File: config.mk
export PLATFORM = sky130hd
export DESIGN_NAME = csr_unit
export DESIGN_NICKNAME = d
export VERILOG_FILES = /design/src/csr_pkg.sv /design/src/csr_access.sv /design/src/trap_select.sv /design/src/trap_commit.sv /design/src/csr_unit.sv
export VERILOG_INCLUDE_DIRS = /design/src
export SDC_FILE = /design/constraint.sdc
export NUM_CORES = 1
export LEC_CHECK = 0
export BUFFER_PORTS_ARGS = -buffer_cell sky130_fd_sc_hd__buf_2
export CAP_MARGIN = 20
export CORE_ASPECT_RATIO = 1.4
export CORE_MARGIN = 5
export CORE_UTILIZATION = 60
export DETAILED_ROUTE_END_ITERATION = 10
export HOLD_SLACK_MARGIN = 0.05
export PLACE_DENSITY_LB_ADDON = 0.25
export SYNTH_ARGS = -nofsm -noshare
export SYNTH_HDL_FRONTEND = slang
export SYNTH_SLANG_ARGS = --single-unit
File: constraint.sdc
create_clock -name clk_i -period 4.6 [get_ports clk_i]
set_input_delay 0.46 -clock clk_i [delete_from_list [all_inputs] [get_ports clk_i]]
set_output_delay 0.46 -clock clk_i [all_outputs]
set_load 0.02 [all_outputs]
File: src/csr_defines.svh
`ifndef CSR_DEFINES_SVH
`define CSR_DEFINES_SVH

`define CSR_XLEN 32

// Machine CSR addresses
`define CSR_ADDR_MSTATUS   12'h300
`define CSR_ADDR_MISA      12'h301
`define CSR_ADDR_MIE       12'h304
`define CSR_ADDR_MTVEC     12'h305
`define CSR_ADDR_MSCRATCH  12'h340
`define CSR_ADDR_MEPC      12'h341
`define CSR_ADDR_MCAUSE    12'h342
`define CSR_ADDR_MTVAL     12'h343
`define CSR_ADDR_MIP       12'h344
`define CSR_ADDR_MCYCLE    12'hB00
`define CSR_ADDR_MINSTRET  12'hB02
`define CSR_ADDR_MVENDORID 12'hF11
`define CSR_ADDR_MARCHID   12'hF12
`define CSR_ADDR_MIMPID    12'hF13
`define CSR_ADDR_MHARTID   12'hF14

`define PRIV_M 2'b11
`define PRIV_U 2'b00

`define CAUSE_ILLEGAL 4'd2
`define CAUSE_ECALL_U 4'd8
`define CAUSE_ECALL_M 4'd11

`define MARCHID_VAL 32'd13
`define MIMPID_VAL  32'd1
// MXL=1, extensions I, M, A and U
`define MISA_VAL    32'h4010_1101

`define MIE_MASK     32'h0000_0888
// mpp, mpie and mie only
`define MSTATUS_MASK 32'h0000_1888

`endif

File: src/csr_pkg.sv
`default_nettype none

`include "csr_defines.svh"

package csr_pkg;

   typedef enum logic [3:0]
   {
      e_none   = 4'd0,
      e_csrrw  = 4'd1,
      e_csrrs  = 4'd2,
      e_csrrc  = 4'd3,
      e_csrrwi = 4'd4,
      e_csrrsi = 4'd5,
      e_csrrci = 4'd6,
      e_ecall  = 4'd7,
      e_mret   = 4'd8
   } csr_op_e;

   // Immediate forms take data[4:0]
   typedef struct packed
   {
      csr_op_e              op;
      logic [11:0]          addr;
      logic [`CSR_XLEN-1:0] data;
   } csr_cmd_s;

   typedef struct packed
   {
      logic [18:0] rsvd_hi;
      logic [1:0]  mpp;
      logic [2:0]  rsvd_mid;
      logic        mpie;
      logic [2:0]  rsvd_lo;
      logic        mie;
      logic [2:0]  rsvd_uie;
   } mstatus_fields_s;

   typedef union packed
   {
      logic [`CSR_XLEN-1:0] word;
      mstatus_fields_s      f;
   } mstatus_u;

   typedef struct packed
   {
      logic [1:0]           priv;
      mstatus_u             mstatus;
      logic [`CSR_XLEN-1:0] mie;
      logic [`CSR_XLEN-1:0] mip;
      logic [`CSR_XLEN-1:0] mtvec;
      logic [`CSR_XLEN-1:0] mscratch;
      logic [`CSR_XLEN-1:0] mepc;
      logic [`CSR_XLEN-1:0] mcause;
      logic [`CSR_XLEN-1:0] mtval;
      logic [`CSR_XLEN-1:0] mcycle;
      logic [`CSR_XLEN-1:0] minstret;
   } csr_state_s;

   typedef struct packed
   {
      logic                 we;
      logic [11:0]          addr;
      logic [`CSR_XLEN-1:0] data;
   } csr_write_s;

   typedef struct packed
   {
      logic       exc_v;
      logic       int_v;
      logic [3:0] exc_code;
      logic [3:0] int_code;
   } trap_req_s;

   typedef logic [15:0] exc_vec_t;

   typedef struct packed
   {
      logic                 v;
      logic                 exception;
      logic                 interrupt;
      logic                 eret;
      logic [`CSR_XLEN-1:0] npc;
      logic [1:0]           priv_n;
   } commit_pkt_s;

endpackage

`default_nettype wire

File: src/csr_access.sv
`default_nettype none
`timescale 1ns/1ps

`include "csr_defines.svh"

module csr_access
(
   input  csr_pkg::csr_cmd_s    cmd_i,
   input  logic                 cmd_v_i,
   input  csr_pkg::csr_state_s  state_i,
   output logic [`CSR_XLEN-1:0] rdata_o,
   output csr_pkg::csr_write_s  wr_o,
   output logic                 illegal_o
);
   import csr_pkg::*;

   logic                 is_csr;
   logic                 is_imm;
   logic                 priv_ok;
   logic                 addr_ok;
   logic                 legal;
   logic [`CSR_XLEN-1:0] rval;
   logic [`CSR_XLEN-1:0] src;
   logic [`CSR_XLEN-1:0] wval;
   logic [`CSR_XLEN-1:0] wdata;

   assign is_csr  = cmd_i.op inside {e_csrrw, e_csrrs, e_csrrc, e_csrrwi, e_csrrsi, e_csrrci};
   assign is_imm  = cmd_i.op inside {e_csrrwi, e_csrrsi, e_csrrci};
   assign priv_ok = state_i.priv >= cmd_i.addr[9:8];
   assign src     = is_imm ? {{(`CSR_XLEN-5){1'b0}}, cmd_i.data[4:0]} : cmd_i.data;

   // Read mux, unknown address clears addr_ok
   always_comb
   begin
      addr_ok = 1'b1;
      rval    = '0;
      case (cmd_i.addr)
         `CSR_ADDR_MSTATUS:   rval = state_i.mstatus.word;
         `CSR_ADDR_MISA:      rval = `MISA_VAL;
         `CSR_ADDR_MIE:       rval = state_i.mie;
         `CSR_ADDR_MTVEC:     rval = state_i.mtvec;
         `CSR_ADDR_MSCRATCH:  rval = state_i.mscratch;
         `CSR_ADDR_MEPC:      rval = state_i.mepc;
         `CSR_ADDR_MCAUSE:    rval = state_i.mcause;
         `CSR_ADDR_MTVAL:     rval = state_i.mtval;
         `CSR_ADDR_MIP:       rval = state_i.mip;
         `CSR_ADDR_MCYCLE:    rval = state_i.mcycle;
         `CSR_ADDR_MINSTRET:  rval = state_i.minstret;
         `CSR_ADDR_MARCHID:   rval = `MARCHID_VAL;
         `CSR_ADDR_MIMPID:    rval = `MIMPID_VAL;
         `CSR_ADDR_MVENDORID,
         `CSR_ADDR_MHARTID:   rval = '0;
         default:             addr_ok = 1'b0;
      endcase
   end

   always_comb
   begin
      unique case (cmd_i.op)
         e_csrrw, e_csrrwi: wval = src;
         e_csrrs, e_csrrsi: wval = rval | src;
         e_csrrc, e_csrrci: wval = rval & ~src;
         default:           wval = rval;
      endcase
   end

   // WARL legalization per register
   always_comb
   begin
      wdata = wval;
      case (cmd_i.addr)
         `CSR_ADDR_MSTATUS:
         begin
            wdata        = wval & `MSTATUS_MASK;
            // mpp holds only M or U
            wdata[12:11] = {2{&wval[12:11]}};
         end
         `CSR_ADDR_MIE:   wdata = wval & `MIE_MASK;
         `CSR_ADDR_MTVEC: wdata = {wval[`CSR_XLEN-1:2], 2'b00};
         `CSR_ADDR_MEPC:  wdata = {wval[`CSR_XLEN-1:1], 1'b0};
         default:         wdata = wval;
      endcase
   end

   assign legal = cmd_v_i && is_csr && priv_ok && addr_ok;

   assign illegal_o = cmd_v_i
                    && ((is_csr && !(priv_ok && addr_ok))
                       || (cmd_i.op == e_mret && state_i.priv != `PRIV_M));

   assign rdata_o = legal ? rval : '0;

   // Read-only space ignores writes
   assign wr_o.we   = legal && (cmd_i.addr[11:10] != 2'b11);
   assign wr_o.addr = cmd_i.addr;
   assign wr_o.data = wdata;

endmodule

`default_nettype wire

File: src/trap_select.sv
`default_nettype none
`timescale 1ns/1ps

`include "csr_defines.svh"

module trap_select
(
   input  csr_pkg::csr_cmd_s   cmd_i,
   input  logic                cmd_v_i,
   input  csr_pkg::exc_vec_t   exc_i,
   input  csr_pkg::csr_state_s state_i,
   input  logic                timer_irq_i,
   input  logic                software_irq_i,
   input  logic                external_irq_i,
   output csr_pkg::trap_req_s  req_o,
   output logic                interrupt_ready_o
);
   import csr_pkg::*;

   exc_vec_t exc_all;
   exc_vec_t int_pend;
   logic     mgie;

   // Lowest set index wins
   function automatic logic [3:0] lowest_set(input logic [15:0] vec);
      logic [3:0] idx;
      idx = '0;
      for (int i = 15; i >= 0; i--)
      begin
         if (vec[i])
         begin
            idx = 4'(i);
         end
      end
      return idx;
   endfunction

   always_comb
   begin
      exc_all = exc_i;
      if (cmd_v_i && cmd_i.op == e_ecall)
      begin
         if (state_i.priv == `PRIV_M)
         begin
            exc_all[`CAUSE_ECALL_M] = 1'b1;
         end
         else
         begin
            exc_all[`CAUSE_ECALL_U] = 1'b1;
         end
      end
   end

   // Always enabled below M
   assign mgie = (state_i.priv != `PRIV_M) || state_i.mstatus.f.mie;

   always_comb
   begin
      int_pend     = '0;
      int_pend[3]  = software_irq_i & state_i.mie[3];
      int_pend[7]  = timer_irq_i & state_i.mie[7];
      int_pend[11] = external_irq_i & state_i.mie[11];
      int_pend     = int_pend & {16{mgie}};
   end

   assign req_o.exc_v    = |exc_all;
   assign req_o.exc_code = lowest_set(exc_all);
   assign req_o.int_v    = |int_pend;
   assign req_o.int_code = lowest_set(int_pend);

   assign interrupt_ready_o = |int_pend;

endmodule

`default_nettype wire

File: src/trap_commit.sv
`default_nettype none
`timescale 1ns/1ps

`include "csr_defines.svh"

module trap_commit
(
   input  logic                 clk_i,
   input  logic                 rst_n_i,
   input  csr_pkg::csr_cmd_s    cmd_i,
   input  logic                 cmd_v_i,
   input  csr_pkg::csr_write_s  wr_i,
   input  logic                 illegal_i,
   input  csr_pkg::trap_req_s   req_i,
   input  logic [`CSR_XLEN-1:0] pc_i,
   input  logic [`CSR_XLEN-1:0] npc_i,
   input  logic [`CSR_XLEN-1:0] instr_i,
   input  logic [`CSR_XLEN-1:0] vaddr_i,
   input  logic                 instret_i,
   input  logic                 interrupt_v_i,
   input  logic                 timer_irq_i,
   input  logic                 software_irq_i,
   input  logic                 external_irq_i,
   output csr_pkg::csr_state_s  state_o,
   output csr_pkg::commit_pkt_s commit_o
);
   import csr_pkg::*;

   csr_state_s           state_q;
   csr_state_s           state_n;
   logic                 take_int;
   logic                 take_exc;
   logic                 take_mret;
   logic [3:0]           exc_code;
   logic [`CSR_XLEN-1:0] npc;

   // Illegal only beats causes above 2
   assign exc_code = (illegal_i && (!req_i.exc_v || req_i.exc_code > `CAUSE_ILLEGAL))
                   ? `CAUSE_ILLEGAL : req_i.exc_code;

   assign take_int  = interrupt_v_i && req_i.int_v;
   assign take_exc  = !take_int && (req_i.exc_v || illegal_i);
   assign take_mret = !take_int && !take_exc && cmd_v_i && cmd_i.op == e_mret;

   always_comb
   begin
      state_n          = state_q;
      state_n.mip      = '0;
      state_n.mip[3]   = software_irq_i;
      state_n.mip[7]   = timer_irq_i;
      state_n.mip[11]  = external_irq_i;
      state_n.mcycle   = state_q.mcycle + {{(`CSR_XLEN-1){1'b0}}, 1'b1};
      state_n.minstret = state_q.minstret + {{(`CSR_XLEN-1){1'b0}}, instret_i};
      npc              = npc_i;

      if (take_int || take_exc)
      begin
         state_n.mepc = pc_i;
         if (take_int)
         begin
            state_n.mcause = {1'b1, {(`CSR_XLEN-5){1'b0}}, req_i.int_code};
            state_n.mtval  = '0;
         end
         else
         begin
            state_n.mcause = {{(`CSR_XLEN-4){1'b0}}, exc_code};
            if (exc_code == `CAUSE_ILLEGAL)
               state_n.mtval = instr_i;
            else if (exc_code inside {4'd0, 4'd1, [4'd4:4'd7]})
               state_n.mtval = vaddr_i;
            else
               state_n.mtval = '0;
         end
         state_n.mstatus.f.mpie = state_q.mstatus.f.mie;
         state_n.mstatus.f.mie  = 1'b0;
         state_n.mstatus.f.mpp  = state_q.priv;
         state_n.priv           = `PRIV_M;
         npc                    = state_q.mtvec;
      end
      else if (take_mret)
      begin
         state_n.priv           = state_q.mstatus.f.mpp;
         state_n.mstatus.f.mie  = state_q.mstatus.f.mpie;
         state_n.mstatus.f.mpie = 1'b1;
         state_n.mstatus.f.mpp  = `PRIV_U;
         npc                    = state_q.mepc;
      end
      else if (wr_i.we)
      begin
         case (wr_i.addr)
            `CSR_ADDR_MSTATUS:  state_n.mstatus.word = wr_i.data;
            `CSR_ADDR_MIE:      state_n.mie          = wr_i.data;
            `CSR_ADDR_MTVEC:    state_n.mtvec        = wr_i.data;
            `CSR_ADDR_MSCRATCH: state_n.mscratch     = wr_i.data;
            `CSR_ADDR_MEPC:     state_n.mepc         = wr_i.data;
            `CSR_ADDR_MCAUSE:   state_n.mcause       = wr_i.data;
            `CSR_ADDR_MTVAL:    state_n.mtval        = wr_i.data;
            `CSR_ADDR_MCYCLE:   state_n.mcycle       = wr_i.data;
            `CSR_ADDR_MINSTRET: state_n.minstret     = wr_i.data;
            default:            ;
         endcase
      end
   end

   always_ff @(posedge clk_i or negedge rst_n_i)
   begin
      if (!rst_n_i)
      begin
         state_q      <= '0;
         state_q.priv <= `PRIV_M;
      end
      else
      begin
         state_q <= state_n;
      end
   end

   assign state_o = state_q;

   assign commit_o.v         = take_int || take_exc || take_mret;
   assign commit_o.exception = take_exc;
   assign commit_o.interrupt = take_int;
   assign commit_o.eret      = take_mret;
   assign commit_o.npc       = npc;
   assign commit_o.priv_n    = state_n.priv;

   // An access flagged illegal must never also write
   assert property (@(posedge clk_i) disable iff (!rst_n_i) !(illegal_i && wr_i.we))
      else $error("CSR write issued together with an illegal access");

   // Only M and U exist
   assert property (@(posedge clk_i) disable iff (!rst_n_i)
      (state_q.priv == `PRIV_M) || (state_q.priv == `PRIV_U))
      else $error("privilege holds a mode other than M or U");

   assert property (@(posedge clk_i) disable iff (!rst_n_i)
      (state_q.mstatus.word & ~`MSTATUS_MASK) == '0)
      else $error("reserved mstatus bits are set");

endmodule

`default_nettype wire

File: src/csr_unit.sv
`default_nettype none
`timescale 1ns/1ps

`include "csr_defines.svh"

module csr_unit
(
   input  logic                 clk_i,
   input  logic                 rst_n_i,
   input  csr_pkg::csr_cmd_s    cmd_i,
   input  logic                 cmd_v_i,
   input  csr_pkg::exc_vec_t    exc_i,
   input  logic [`CSR_XLEN-1:0] pc_i,
   input  logic [`CSR_XLEN-1:0] npc_i,
   input  logic [`CSR_XLEN-1:0] instr_i,
   input  logic [`CSR_XLEN-1:0] vaddr_i,
   input  logic                 instret_i,
   input  logic                 timer_irq_i,
   input  logic                 software_irq_i,
   input  logic                 external_irq_i,
   input  logic                 interrupt_v_i,
   output logic [`CSR_XLEN-1:0] csr_data_o,
   output logic                 interrupt_ready_o,
   output csr_pkg::commit_pkt_s commit_o
);
   import csr_pkg::*;

   csr_state_s state;
   csr_write_s wr;
   trap_req_s  req;
   logic       illegal;

   csr_access u_access
   (
      .cmd_i     (cmd_i),
      .cmd_v_i   (cmd_v_i),
      .state_i   (state),
      .rdata_o   (csr_data_o),
      .wr_o      (wr),
      .illegal_o (illegal)
   );

   trap_select u_trap_select
   (
      .cmd_i             (cmd_i),
      .cmd_v_i           (cmd_v_i),
      .exc_i             (exc_i),
      .state_i           (state),
      .timer_irq_i       (timer_irq_i),
      .software_irq_i    (software_irq_i),
      .external_irq_i    (external_irq_i),
      .req_o             (req),
      .interrupt_ready_o (interrupt_ready_o)
   );

   trap_commit u_trap_commit
   (
      .clk_i          (clk_i),
      .rst_n_i        (rst_n_i),
      .cmd_i          (cmd_i),
      .cmd_v_i        (cmd_v_i),
      .wr_i           (wr),
      .illegal_i      (illegal),
      .req_i          (req),
      .pc_i           (pc_i),
      .npc_i          (npc_i),
      .instr_i        (instr_i),
      .vaddr_i        (vaddr_i),
      .instret_i      (instret_i),
      .interrupt_v_i  (interrupt_v_i),
      .timer_irq_i    (timer_irq_i),
      .software_irq_i (software_irq_i),
      .external_irq_i (external_irq_i),
      .state_o        (state),
      .commit_o       (commit_o)
   );

endmodule

`default_nettype wire

==> impl_metrics.tcl <==
set metrics [dict create \
    hold_buffers 4 \
    setup_viol 0 \
    period_share 0.876 \
    worstHoldStart "pc_i[8]" \
    pre_cts_ws_ns 0.566 \
    row_count 73 \
    syn_area_mm2 0.0174 \
    postLayoutCellArea_mm2 0.0204 \
    ant_nets 0 \
    utilization 0.716 \
    numPortBuffers 270 \
    die_h_um 211 \
    drc 0 \
    layout_commonest_cell "nand2_1" \
    wire_per_inst_um 26.8 \
    hold_violations 0 \
    n_fill_cell 2255 \
    worst_hold_slack_ns 0.0722 \
    yosysWarnings 0 \
    clk_latency_ns 0.59 \
    timing.rr.start "u_trap_commit.state_o[320]" \
    path_clk_slew_ns 0.06 \
    synth-edff-count 0 \
    p_leak_nw 9.13 \
    avgSynthCellArea_um2 8.50 \
    worstHoldPathType "in -> reg" \
    grt_antenna_before_repair 1 \
    layout-drive-gt1-share 0.207 \
    hold_depth 3 \
    io-pin-count 271 \
    slowest_delay_ns 0.66 \
    core-area_mm2 0.0285 \
    cp.buffers_inverters 4 \
    worst-setup-path-type "reg -> out" \
    vias 18300 \
    diodes 0 \
    dieArea_mm2 0.0325 \
    crit_path_start_kind "flop" \
    slew_headroom 0.179 \
    cts-root-buf "clkbuf_16" \
    largest_register_ffs 293 \
    worstPathCellList "inv_1 > ha_1 > nand2b_1 > a21oi_1 > a311o_2 > buf_4 > a31oi_1 > buf_4 > buf_2" \
    cp.required_ns 4.14 \
    synthFlopType "dfrtp_1" \
    via_per_inst 6.83 \
    seqCellArea_mm2 0.00733 \
    clockBufferDepth 3 \
    nets 2489 \
    synth_cell_types 92 \
    outcome "completed" \
    rrSetupSlack_ns 0.97 \
    drt_iter0_markers 2200 \
    tns_ns 0 \
    synthesis.nets 2248 \
    clock_sinks 293 \
    fin_ws_ns 0.569 \
    fmax_mhz 248 \
    dp.final_hpwl_mm 50.0 \
    finalClockSkew_ns 0.0167 \
    h-tree-depth 1 \
    rr_endpoint "u_trap_commit.state_o[141]" \
    cts_resized 0 \
    rsz0062_at_grt "false" \
    tightest_slew_ns 1.23 \
    place_area_mm2 0.0193 \
    min_to "u_trap_commit.state_o[136]" \
    first_global_vias 18400 \
    first_pass_iters 8 \
    final_max_slew_viol_count 0 \
    grt_pass1_wl_mm 107 \
    powerDensity_mw_per_mm2 288 \
    drt_wl_total_mm 71.9 \
    cap_violations 0 \
    grt_use_total 0.429 \
    layout.cells.non_filler 2682 \
    area_growth_pct 17.4 \
    power_mw 5.87 \
    async_flop_share 1.00 \
    startpoint "u_trap_commit.state_o[320]" \
    critPathTopFamily "compound AO/OA/AOI/OAI gates" \
    placedCellCount 2622 \
    crit_top_cell "buf_4" \
    end_kind "primary output" \
    min_period_ns 4.03 \
    worstPathMaxFanout 32 \
    grt_overflow 0 \
    yosysSeqAreaShare 0.422 \
    peakVddDrop_uv 282 \
    final_cell_mix "nand2_1, dfrtp_1, buf_2" \
    multiInputGateArea_mm2 0.00927 \
    cp.arrival_ns 3.57 \
    grt_max_degree 94 \
    routabilityCongestion 1.00 \
    cts_tree "done" \
    die_w_um 154 \
    numCtsBuffers 31 \
    path_depth 9 \
    syn-instance-count 2043 \
    r2r_cells 11 \
    cp_slowest_cell "a21oi_1" \
    initial_utilization 0.610 \
    postCtsSetupRepairBufs 0 \
    ys_seq_elements 293 \
]
-- how the worst max path moves through the flow --
stage                                           end  slack, ns
after global placement    u_trap_commit.state_o[68]       0.54
after detailed placement  u_trap_commit.state_o[68]       0.57
after global routing                   commit_o[12]       0.53
after floorplan                        commit_o[10]       1.42
final                                csr_data_o[12]       0.57
after CTS                            csr_data_o[12]       0.68
-- cells by family after synthesis --
logic type / count (synthesis) / share of synthesized area
AOI/OAI and AO/OA: 512 / 0.203
adders and majority gates: 5 / 0.00360
muxes: 50 / 0.0326
buffers and inverters: 196 / 0.0500
and+or+nand+nor: 925 / 0.258
DFF: 293 / 0.422
xor gates and xnor gates: 62 / 0.0313
-- worst min-delay path, stage by stage --
cell and delay [ns]:
buf_2 0.07, nand2_1 0.04, nand3_1 0.05
-- synthesized netlist by cell type, types with 5 or more instances --
cell,number,area share
a2111oi_0,7,0.0035
a211o_1,26,0.013
a21oi_1,110,0.032
a221o_1,35,0.020
a22o_1,34,0.017
a22oi_1,36,0.016
a31oi_1,38,0.014
and2_1,65,0.023
and3_1,26,0.0094
and4_1,11,0.0055
buf_2,42,0.012
buf_4,13,0.0056
clkbuf_1,93,0.020
dfrtp_1,291,0.42
ha_1,5,0.0036
inv_1,39,0.0084
mux2_1,14,0.0091
mux2_2,19,0.012
mux2i_1,15,0.0086
nand2_1,398,0.086
nand2b_1,10,0.0036
nand3_1,60,0.017
nand4_1,67,0.024
nor2_1,191,0.041
nor2b_1,5,0.0018
nor3_1,21,0.0061
nor3b_1,5,0.0022
nor4_1,9,0.0032
nor4b_1,16,0.0081
o2111ai_1,15,0.0076
o211ai_1,11,0.0048
o21a_1,5,0.0022
o21ai_0,120,0.035
o21ai_1,14,0.0040
o22ai_1,8,0.0029
o2bb2ai_1,7,0.0035
or4_1,5,0.0022
xnor2_1,46,0.023
xor2_1,16,0.0081
-- final cells by class --
cell class,count,area share
sequential,293,0.360
clock inverter,10,0.00528
clock buffer,46,0.0447
tap,375,0.0230
inverter,40,0.00736
multi-input combinational,1554,0.455
timing repair buffer,364,0.106
-- power by group --
| group | total, mW | switching, mW | internal [mW] |
|---|---|---|---|
| logic | 0.577 | 0.362 | 0.214 |
| registers | 2.74 | 0.0876 | 2.65 |
| clock network | 2.56 | 1.08 | 1.48 |
-- per-layer routing --
| metal | track usage | up-vias | share of wire |
|---|---|---|---|
| met5 | 0 | - | 0.00018 |
| li1 | - | 7782 | - |
| met3 | 0.0853 | 384 | 0.11 |
| met2 | 0.694 | 1365 | 0.47 |
| met4 | 0.300 | 2 | 0.082 |
| met1 | 0.516 | 8789 | 0.35 |
No activity file was read; power rests on OpenSTA's default activity.
